### src/common/isaPkg.sv
////////////////////
// isa definitions for the integer back end
// word and register widths, alu operations, exception codes
////////////////////
package isaPkg;

    // data and address width
    localparam int wordWidth = 32;
    // register index width
    localparam int gprNum = 5;
    // architectural register count
    localparam int gprCount = 1 << gprNum;
    // immediate field width
    localparam int immWidth = 16;

    // alu function select
    typedef enum logic [2:0] {
        ALU_ADD  = 3'd0,
        ALU_SUB  = 3'd1,
        ALU_AND  = 3'd2,
        ALU_OR   = 3'd3,
        ALU_XOR  = 3'd4,
        ALU_SLL  = 3'd5,
        ALU_LUI  = 3'd6,
        // add that traps on signed overflow
        ALU_ADDO = 3'd7
    } aluOp_t;

    // normal op or unconditional trap
    typedef enum logic [0:0] {
        KIND_NORMAL = 1'b0,
        KIND_TRAP   = 1'b1
    } opKind_t;

    // exception cause in mips style numbering
    typedef enum logic [4:0] {
        EXC_NONE     = 5'd0,
        EXC_OVERFLOW = 5'd12,
        EXC_TRAP     = 5'd13
    } excCode_t;

endpackage

### src/common/pipePkg.sv
////////////////////
// pipeline payload types
// issue word, inter-stage payload, forwarding and report structs
////////////////////
package pipePkg;

    import isaPkg::*;

    // one issued operation
    typedef struct packed {
        logic [gprNum-1:0]    dest;
        logic [gprNum-1:0]    srcA;
        logic [gprNum-1:0]    srcB;
        logic                 useImm;
        logic [immWidth-1:0]  imm;
        aluOp_t               aluOp;
        opKind_t              kind;
        logic [wordWidth-1:0] vaddr;
    } issueOp_t;

    // payload between exec, reexe and commit
    // writeNum of 0 means no register write
    typedef struct packed {
        logic [gprNum-1:0]    writeNum;
        logic [wordWidth-1:0] result;
        logic [wordWidth-1:0] vaddr;
        logic                 hasException;
        excCode_t             excCode;
    } stageData_t;

    // forwarding source seen by exec
    typedef struct packed {
        logic                 valid;
        logic [gprNum-1:0]    writeNum;
        logic [wordWidth-1:0] data;
    } fwdPort_t;

    // retired op report
    typedef struct packed {
        logic [gprNum-1:0]    writeNum;
        logic [wordWidth-1:0] data;
        logic [wordWidth-1:0] vaddr;
    } commitInfo_t;

    // exception report
    typedef struct packed {
        excCode_t             excCode;
        logic [wordWidth-1:0] epc;
    } excInfo_t;

    // operand source picked per operand in exec
    typedef enum logic [1:0] {
        FWD_REGFILE = 2'd0,
        FWD_REEXE   = 2'd1,
        FWD_COMMIT  = 2'd2
    } fwdSel_t;

endpackage

### src/hdl/execStage.sv
////////////////////
// execute stage
// holds the issued op, picks forwarded operands, runs the alu
// and flags overflow or trap
////////////////////
`timescale 1ns/1ps
module execStage
    import isaPkg::*, pipePkg::*;
(
    input  logic                 clk,
    input  logic                 rst_i,
    input  logic                 flush_i,
    // handshake with issue side
    input  logic                 valid_i,
    input  issueOp_t             op_i,
    output logic                 allowin_o,
    input  logic                 nextAllowin_i,
    // exception interlock from later stages
    input  logic                 riskIn_i,
    input  fwdPort_t             fwdReexe_i,
    input  fwdPort_t             fwdCommit_i,
    // register file read
    output logic [gprNum-1:0]    rdNumA_o,
    output logic [gprNum-1:0]    rdNumB_o,
    input  logic [wordWidth-1:0] rdDataA_i,
    input  logic [wordWidth-1:0] rdDataB_i,
    output logic                 valid_o,
    output stageData_t           data_o
);

    logic                 hasData;
    issueOp_t             opReg;
    logic                 stageFree;
    logic                 loadNew;
    logic                 ownRisk;
    fwdSel_t              selA;
    fwdSel_t              selB;
    logic [wordWidth-1:0] srcDataA;
    logic [wordWidth-1:0] srcDataB;
    logic [wordWidth-1:0] immExt;
    logic [wordWidth-1:0] opA;
    logic [wordWidth-1:0] opB;
    logic [wordWidth-1:0] sum;
    logic [wordWidth-1:0] aluRes;
    logic                 overflow;
    logic                 isTrap;

    // reexe wins over commit, commit over the register file
    function automatic fwdSel_t pickSource(input logic [gprNum-1:0] num,
                                           input fwdPort_t reexe,
                                           input fwdPort_t commit);
        fwdSel_t sel;
        sel = FWD_REGFILE;
        if (num != '0 && commit.valid && commit.writeNum == num) begin
            sel = FWD_COMMIT;
        end
        if (num != '0 && reexe.valid && reexe.writeNum == num) begin
            sel = FWD_REEXE;
        end
        return sel;
    endfunction

    function automatic logic [wordWidth-1:0] pickData(input fwdSel_t sel,
                                                      input fwdPort_t reexe,
                                                      input fwdPort_t commit,
                                                      input logic [wordWidth-1:0] regData);
        logic [wordWidth-1:0] value;
        case (sel)
            FWD_REEXE:  value = reexe.data;
            FWD_COMMIT: value = commit.data;
            default:    value = regData;
        endcase
        return value;
    endfunction

    ////////////////////
    // stage register and interlock
    ////////////////////
    // stage can move when empty or downstream takes its op
    assign stageFree = !hasData || nextAllowin_i;
    // no new op while an excepting op is anywhere in flight
    assign ownRisk   = hasData && data_o.hasException;
    assign allowin_o = stageFree && !riskIn_i && !ownRisk;
    assign loadNew   = allowin_o && valid_i;
    assign valid_o   = hasData;

    always_ff @(posedge clk) begin
        if (rst_i || flush_i) begin
            hasData <= 1'b0;
        end else if (stageFree) begin
            // empties if nothing new comes in
            hasData <= loadNew;
        end
    end

    always_ff @(posedge clk) begin
        if (loadNew) begin
            opReg <= op_i;
        end
    end

    ////////////////////
    // operand read
    ////////////////////
    assign rdNumA_o = opReg.srcA;
    assign rdNumB_o = opReg.srcB;
    assign selA     = pickSource(opReg.srcA, fwdReexe_i, fwdCommit_i);
    assign selB     = pickSource(opReg.srcB, fwdReexe_i, fwdCommit_i);
    assign srcDataA = pickData(selA, fwdReexe_i, fwdCommit_i, rdDataA_i);
    assign srcDataB = pickData(selB, fwdReexe_i, fwdCommit_i, rdDataB_i);

    // sign extended immediate replaces operand b
    assign immExt = {{(wordWidth-immWidth){opReg.imm[immWidth-1]}}, opReg.imm};
    assign opA    = srcDataA;
    assign opB    = opReg.useImm ? immExt : srcDataB;

    ////////////////////
    // alu
    ////////////////////
    assign sum = opA + opB;

    always_comb begin
        case (opReg.aluOp)
            ALU_SUB: aluRes = opA - opB;
            ALU_AND: aluRes = opA & opB;
            ALU_OR:  aluRes = opA | opB;
            ALU_XOR: aluRes = opA ^ opB;
            // shift amount from low 5 bits
            ALU_SLL: aluRes = opA << opB[4:0];
            ALU_LUI: aluRes = {opReg.imm, {(wordWidth-immWidth){1'b0}}};
            // add and addo share the adder
            default: aluRes = sum;
        endcase
    end

    // same input signs, different result sign
    assign overflow = (opReg.aluOp == ALU_ADDO) &&
                      (opA[wordWidth-1] == opB[wordWidth-1]) &&
                      (sum[wordWidth-1] != opA[wordWidth-1]);
    assign isTrap   = (opReg.kind == KIND_TRAP);

    // outgoing payload straight from the stage register
    always_comb begin
        data_o.writeNum     = opReg.dest;
        data_o.result       = aluRes;
        data_o.vaddr        = opReg.vaddr;
        data_o.hasException = isTrap || overflow;
        if (isTrap) begin
            data_o.excCode = EXC_TRAP;
        end else if (overflow) begin
            data_o.excCode = EXC_OVERFLOW;
        end else begin
            data_o.excCode = EXC_NONE;
        end
    end

endmodule

### src/reexe/reexeStage.sv
////////////////////
// delayed execute stage
// holds the alu result one more cycle, forwards it to exec
// and carries exception info toward commit
////////////////////
`timescale 1ns/1ps
module reexeStage
    import pipePkg::*;
(
    input  logic       clk,
    input  logic       rst_i,
    input  logic       flush_i,
    // from exec
    input  logic       valid_i,
    input  stageData_t data_i,
    output logic       allowin_o,
    // commit allowin
    input  logic       nextAllowin_i,
    // exception interlock
    input  logic       riskCommit_i,
    output logic       riskOut_o,
    // result bypass to exec
    output fwdPort_t   fwd_o,
    // to commit
    output logic       valid_o,
    output stageData_t data_o
);

    logic       hasData;
    stageData_t dataReg;
    logic       loadNew;

    ////////////////////
    // interlock
    ////////////////////
    assign allowin_o = !hasData || nextAllowin_i;
    assign loadNew   = allowin_o && valid_i;
    assign valid_o   = hasData;

    always_ff @(posedge clk) begin
        if (rst_i || flush_i) begin
            hasData <= 1'b0;
        end else if (allowin_o) begin
            // loads a new op or drains to empty
            hasData <= valid_i;
        end
    end

    // result and exception payload
    always_ff @(posedge clk) begin
        if (loadNew) begin
            dataReg <= data_i;
        end
    end

    assign data_o = dataReg;

    ////////////////////
    // forwarding and risk
    ////////////////////
    // excepting ops never write, so never forward them
    assign fwd_o.valid    = hasData && !dataReg.hasException;
    assign fwd_o.writeNum = dataReg.writeNum;
    assign fwd_o.data     = dataReg.result;

    // own exception or one already waiting in commit
    assign riskOut_o = (hasData && dataReg.hasException) || riskCommit_i;

endmodule

### src/hdl/regFile.sv
////////////////////
// general purpose register file
// 32 x 32, two async read ports, one write port, r0 reads zero
////////////////////
`timescale 1ns/1ps
module regFile
    import isaPkg::*;
(
    input  logic                 clk,
    input  logic                 rst_i,
    // read ports
    input  logic [gprNum-1:0]    rdNumA_i,
    input  logic [gprNum-1:0]    rdNumB_i,
    output logic [wordWidth-1:0] rdDataA_o,
    output logic [wordWidth-1:0] rdDataB_o,
    // write port where number 0 means no write
    input  logic [gprNum-1:0]    wrNum_i,
    input  logic [wordWidth-1:0] wrData_i
);

    logic [wordWidth-1:0] regs [gprCount];

    // all registers come up zero
    always_ff @(posedge clk) begin
        if (rst_i) begin
            for (int i = 0; i < gprCount; i++) begin
                regs[i] <= '0;
            end
        end else if (wrNum_i != '0) begin
            regs[wrNum_i] <= wrData_i;
        end
    end

    // reads show the old value in the write cycle
    // commit forwarding supplies the new one
    assign rdDataA_o = (rdNumA_i == '0) ? '0 : regs[rdNumA_i];
    assign rdDataB_o = (rdNumB_i == '0) ? '0 : regs[rdNumB_i];

endmodule

### src/hdl/commitStage.sv
////////////////////
// commit stage
// writes the register file, reports retired ops
// and raises the flush for an excepting op
////////////////////
`timescale 1ns/1ps
module commitStage
    import isaPkg::*, pipePkg::*;
(
    input  logic                 clk,
    input  logic                 rst_i,
    // from reexe
    input  logic                 valid_i,
    input  stageData_t           data_i,
    output logic                 allowin_o,
    // consumer allowin
    input  logic                 commitReady_i,
    output fwdPort_t             fwd_o,
    output logic                 risk_o,
    output logic                 flush_o,
    // register file write
    output logic [gprNum-1:0]    wrNum_o,
    output logic [wordWidth-1:0] wrData_o,
    // reports
    output logic                 commitValid_o,
    output commitInfo_t          commitInfo_o,
    output logic                 excValid_o,
    output excInfo_t             excInfo_o
);

    logic       hasData;
    stageData_t dataReg;
    logic       isNormal;
    logic       isExcept;
    logic       retire;
    logic       loadNew;

    ////////////////////
    // stage register
    ////////////////////
    assign allowin_o = !hasData || commitReady_i;
    assign isNormal  = hasData && !dataReg.hasException;
    assign isExcept  = hasData && dataReg.hasException;
    assign retire    = isNormal && commitReady_i;
    // excepting head leaves on the flush edge
    assign flush_o   = isExcept && commitReady_i;
    // nothing is taken in on the flush edge
    assign loadNew   = allowin_o && valid_i && !flush_o;

    always_ff @(posedge clk) begin
        if (rst_i) begin
            hasData <= 1'b0;
        end else if (allowin_o) begin
            hasData <= loadNew;
        end
    end

    always_ff @(posedge clk) begin
        if (loadNew) begin
            dataReg <= data_i;
        end
    end

    ////////////////////
    // write, bypass, risk
    ////////////////////
    // write lands on the retire edge
    assign wrNum_o  = retire ? dataReg.writeNum : '0;
    assign wrData_o = dataReg.result;

    assign fwd_o.valid    = isNormal;
    assign fwd_o.writeNum = dataReg.writeNum;
    assign fwd_o.data     = dataReg.result;

    // holds reexe and exec closed until the flush
    assign risk_o = isExcept;

    // commit report counts only with commitReady_i
    assign commitValid_o         = isNormal;
    assign commitInfo_o.writeNum = dataReg.writeNum;
    assign commitInfo_o.data     = dataReg.result;
    assign commitInfo_o.vaddr    = dataReg.vaddr;

    // exception report lasts one cycle with the flush
    assign excValid_o        = flush_o;
    assign excInfo_o.excCode = dataReg.excCode;
    assign excInfo_o.epc     = dataReg.vaddr;

endmodule

### src/hdl/backEnd.sv
////////////////////
// integer back end top
// exec, reexe and commit stages around the register file
////////////////////
`timescale 1ns/1ps
module backEnd
    import isaPkg::*, pipePkg::*;
(
    input  logic        clk,
    input  logic        rst_i,
    // issue handshake
    input  logic        issueValid_i,
    input  issueOp_t    issueOp_i,
    output logic        issueReady_o,
    // commit and exception reports
    input  logic        commitReady_i,
    output logic        commitValid_o,
    output commitInfo_t commitInfo_o,
    output logic        excValid_o,
    output excInfo_t    excInfo_o
);

    // exec to reexe
    logic                 exValid;
    stageData_t           exData;
    // reexe to commit
    logic                 reValid;
    stageData_t           reData;
    logic                 reAllowin;
    logic                 cmAllowin;
    // interlock and flush
    logic                 riskCommit;
    logic                 riskReexe;
    logic                 flush;
    // bypass
    fwdPort_t             fwdReexe;
    fwdPort_t             fwdCommit;
    // register file ports
    logic [gprNum-1:0]    rdNumA;
    logic [gprNum-1:0]    rdNumB;
    logic [wordWidth-1:0] rdDataA;
    logic [wordWidth-1:0] rdDataB;
    logic [gprNum-1:0]    wrNum;
    logic [wordWidth-1:0] wrData;

    execStage uExec (
        .clk           (clk),
        .rst_i         (rst_i),
        .flush_i       (flush),
        .valid_i       (issueValid_i),
        .op_i          (issueOp_i),
        .allowin_o     (issueReady_o),
        .nextAllowin_i (reAllowin),
        .riskIn_i      (riskReexe),
        .fwdReexe_i    (fwdReexe),
        .fwdCommit_i   (fwdCommit),
        .rdNumA_o      (rdNumA),
        .rdNumB_o      (rdNumB),
        .rdDataA_i     (rdDataA),
        .rdDataB_i     (rdDataB),
        .valid_o       (exValid),
        .data_o        (exData)
    );

    reexeStage uReexe (
        .clk           (clk),
        .rst_i         (rst_i),
        .flush_i       (flush),
        .valid_i       (exValid),
        .data_i        (exData),
        .allowin_o     (reAllowin),
        .nextAllowin_i (cmAllowin),
        .riskCommit_i  (riskCommit),
        .riskOut_o     (riskReexe),
        .fwd_o         (fwdReexe),
        .valid_o       (reValid),
        .data_o        (reData)
    );

    regFile uRegFile (
        .clk       (clk),
        .rst_i     (rst_i),
        .rdNumA_i  (rdNumA),
        .rdNumB_i  (rdNumB),
        .rdDataA_o (rdDataA),
        .rdDataB_o (rdDataB),
        .wrNum_i   (wrNum),
        .wrData_i  (wrData)
    );

    commitStage uCommit (
        .clk           (clk),
        .rst_i         (rst_i),
        .valid_i       (reValid),
        .data_i        (reData),
        .allowin_o     (cmAllowin),
        .commitReady_i (commitReady_i),
        .fwd_o         (fwdCommit),
        .risk_o        (riskCommit),
        .flush_o       (flush),
        .wrNum_o       (wrNum),
        .wrData_o      (wrData),
        .commitValid_o (commitValid_o),
        .commitInfo_o  (commitInfo_o),
        .excValid_o    (excValid_o),
        .excInfo_o     (excInfo_o)
    );

endmodule

### config.mk
export PLATFORM = sky130hd
export DESIGN_NAME = backEnd
export DESIGN_NICKNAME = d
export VERILOG_FILES = /design/src/common/isaPkg.sv /design/src/common/pipePkg.sv /design/src/hdl/execStage.sv /design/src/reexe/reexeStage.sv /design/src/hdl/regFile.sv /design/src/hdl/commitStage.sv /design/src/hdl/backEnd.sv
export SDC_FILE = /design/constraint.sdc
export NUM_CORES = 2
export LEC_CHECK = 0
export ABC_CLOCK_PERIOD_IN_PS = 13250
export BUFFER_PORTS_ARGS = -buffer_cell sky130_fd_sc_hd__clkbuf_2
export CAP_MARGIN = 40
export CORE_ASPECT_RATIO = 0.9
export CORE_MARGIN = 2
export CORE_UTILIZATION = 30
export CTS_BUF_LIST = sky130_fd_sc_hd__clkbuf_8
export CTS_CLUSTER_DIAMETER = 150
export CTS_CLUSTER_SIZE = 8
export DETAILED_ROUTE_END_ITERATION = 10
export SLEW_MARGIN = 20
export SYNTH_ARGS = -nofsm -noshare
export SYNTH_HDL_FRONTEND = slang
export SYNTH_SLANG_ARGS = --single-unit
### constraint.sdc
create_clock -name clk -period 13.25 [get_ports clk]
set_clock_uncertainty 0.1 [all_clocks]
set_input_delay 2.65 -clock clk [delete_from_list [all_inputs] [get_ports clk]]
set_output_delay 2.65 -clock clk [all_outputs]
set_load 0.05 [all_outputs]
==> impl_metrics.toml <==
[detailed_routing]
drcViolationCount = 0
routedWlPerCell_um = 31.95
drtAntennaViolNets = 0
drt_iter0_markers = 6489
drt-total-wl_mm = 261.6
vias = 47090
drt-pass1-iter-count = 6
vias_per_cell = 5.751

[placed_design]
routabilityCongestion = 0.9178
dp_hpwl_mm = 165.3
port_buffers = 178
place_ws_ns = 2.858

[sta]
post-route-period-util = 0.8487
tns_ns = 0
maxSlewHeadroom = 0.3698
fin_ws_ns = 2.004
worst_slew_pin_slew_ns = 0.9453
rsz0062_at_grt = "no"
fin_crit_ns = 11.25
finalHoldViolations = 0
worst_hold_slack_ns = 0.3008
finalMaxSlewViolations = 0
setup_viol_count_final = 0
fmax_mhz = 88.92

[die]
die_y_um = 464.2
rows = 168
core_area_um2 = 233300
io_pins = 181
dieArea_um2 = 239200
die_w_um = 515.3
initial_core_util = 0.3025

[synthesis]
ys_top_cells_by_area = "edfxtp_1 (53%), mux4_2 (18%), and2_1 (8.3%)"
synthDominantCellAreaShare = 0.5259
synthFlopType = "edfxtp_1"
synth_cell_types = 102
synth_edf_count = 1236
syn-cell-area_um2 = 70580
ys_seq_area_frac = 0.5295
yosys.area.top_type = "edfxtp_1"
yosysWarnings = 0
ys_ff_latch = 1249
syn_area_per_cell_um2 = 13.94
syn_inst = 5062
async_flop_share = 0

[clock_tree]
cts_tree = "built"
clkLatencyLatePin_ns = 0.94
cts-root-buf = "clkbuf_8"
h-tree-depth = 4
cts_hold_buf = 0
post-cts-setup-buffers = 0
post_cts_resized = 0
clk_pin_slew_ns = 0.06
clockBufferDepth = 3
cts_buffers = 174
clkSinkCount = 1249

[finish]
register_area_um2 = 37400
nets = 5235
drive_gt1_frac = 0.2468
final_util = 0.3310
n_fill_cell = 22530
area_growth_pct = 9.434
multi_input_area_um2 = 30210

[setup_path]
crit_type = "reg2out"
worstPathCellList = "buf_4 -> o32ai_1 -> a2111oi_2 -> o211ai_1 -> a31oi_4 -> ha_1 -> a21o_1 -> a21oi_1 -> o211ai_1 -> a21oi_1 -> o21bai_1 -> a41oi_1 -> o211ai_1 -> nand2_1 -> o211ai_1 -> a221oi_1 -> clkbuf_2"
critPathCaptureType = "output pin"
startpoint_type = "flop"
crit_top_cell = "o211ai_1"
r2r_end = "uExec.immExt[12]"
max_stage_delay_ns = 0.92
worst_ep_arrival_time_ns = 8.50
reg2reg_depth = 20
reg2reg_slack_ns = 4.65
critPathRequiredTime_ns = 10.50
critPathMaxFanout = 40
cp_slowest_cell = "dfxtp_4"

[power_and_ir_drop]
p_sw_frac = 0.3315
powerDensity_nw_per_um2 = 130.8
p_leak_nw = 27.59
p_seq_frac = 0.461
p_int_mw = 6.753
p_comb_frac = 0.265
power.switching_mw = 3.348
ir_drop_uv = 110.6
power_frac_clock = 0.273

[min_path]
min_from = "uExec.data_o[27]"
hold_depth = 0
hold_class = "reg2reg"
hold_end = "uReexe.data_o[27]"

[grt]
grt_max_degree = 97
grt_pass1_wl_mm = 366.6
grt_usage = 0.2153
grt_antenna_before_repair = 18
overflow = 0
grt_pass1_vias = 46810

[run]
drv_cap = 0

[status]
status = "completed"
-- flip-flops by register name (all words and copies together) (netlist names), 2 cells and up, named ones only --
| register | count |
|---|---|
| uRegFile.regs | 1024 |
| uExec.opReg | 4 |
| uReexe.data_o | 72 |
| uCommit.wrData_o | 32 |
| uExec.data_o | 37 |
| uCommit.commitInfo_o | 37 |
| uExec.rdNumB_o | 5 |
| uExec.immExt | 16 |
| uExec.rdNumA_o | 5 |
| uCommit.excInfo_o | 2 |
-- cell usage after synthesis, drive strengths merged, types with 10 or more instances --
cell type,number
edfxtp,1236
and2,939
mux4,563
clkbuf,310
buf,268
nor2,196
mux2i,161
a21oi,158
o21ai,116
nand2,109
inv,106
nor3,103
ha,96
o22ai,69
nand3,46
a22oi,44
xnor2,43
a21o,40
nand2b,40
or2,38
nor2b,23
o211ai,23
o21bai,22
a211oi,21
o221ai,20
xor2,17
a32o,16
nand3b,16
nor4,14
o311ai,14
dfxtp,13
a31oi,12
and3,12
mux2,11
nand4,10
o2111a,10
o22a,10
-- worst max-delay path: cells and delay by family (launching register included) --
kind                     cells  cell delay (ns)
AO/OA/AOI/OAI               13             4.72
adder cells (fa/ha/maj)      1             0.34
flip-flops                   1             0.92
AND/OR/NAND/NOR              1             0.27
buffers and inverters        2             1.24
-- power by group through the flow --
stage,logic [mW],registers (mW),clock network [mW]
after floorplan,1.79,4.65,0
after global placement,2.60,4.75,0
after detailed placement,2.60,4.75,0
after CTS,2.61,4.67,2.80
after global routing,2.82,4.67,2.95
final,2.68,4.66,2.76
-- metrics by stage --
step	instance area, um^2	std cells	total power, mW
after floorplan	70710	5095	6.446
after global placement	74130	7930	7.346
after detailed placement	74400	7947	7.353
after CTS	77170	8180	10.08
after global routing	77240	8186	10.44
final	77240	8188	10.10
-- final cells by class --
class	instances	share of cell area
multi-input cells	3159	0.3911
inverters	109	0.005410
well taps	3060	0.04957
repair buffers	372	0.03363
diodes	6	0.0001944
clock buffers	180	0.03207
clock inverters	53	0.003791
flip-flops and latches	1249	0.4842
-- layer usage --
metal	global-route usage	vias up	routed length, um
met4	0.08000	4	10940
met1	0.2826	24460	100500
met2	0.3429	2959	121700
met5	0	-	28
li1	-	19130	-
met3	0.05322	546	28420
-- cells in the final DEF (no fill, tap or decap), types with 21 or more instances in the layout --
cell type	n
edfxtp_1	1236
and2_1	939
mux4_2	563
clkbuf_8	180
clkbuf_2	177
buf_4	173
nor2_1	160
a21oi_1	158
mux2i_1	157
inv_1	143
nand2_1	108
o21ai_0	102
nor3_1	101
ha_1	96
o22ai_1	68
nand3_1	46
a22oi_1	44
xnor2_1	43
a21o_1	40
nand2b_1	39
or2_2	37
conb_1	34
nor2_4	27
o21bai_1	22
a211oi_1	21
-- how the worst max path moves through the flow --
stage	start	to
floorplan	flop	issueReady_o
global placement	flop	issueReady_o
detailed placement	flop	issueReady_o
CTS	flop	issueReady_o
global route	flop	issueReady_o
finish	flop	issueReady_o
-- cell families after synthesis --
| kind of cell | count (synthesis) | share of synthesized area |
|---|---|---|
| fa+ha+maj | 98 | 0.01759 |
| other cells | 1 | 0.00005313 |
| mux | 735 | 0.2047 |
| buf+inv | 687 | 0.04815 |
| compound gates | 657 | 0.06483 |
| flops | 1249 | 0.5295 |
| xor+xnor | 60 | 0.007445 |
| simple gates | 1575 | 0.1277 |
No activity file was read; power rests on OpenSTA's default activity.
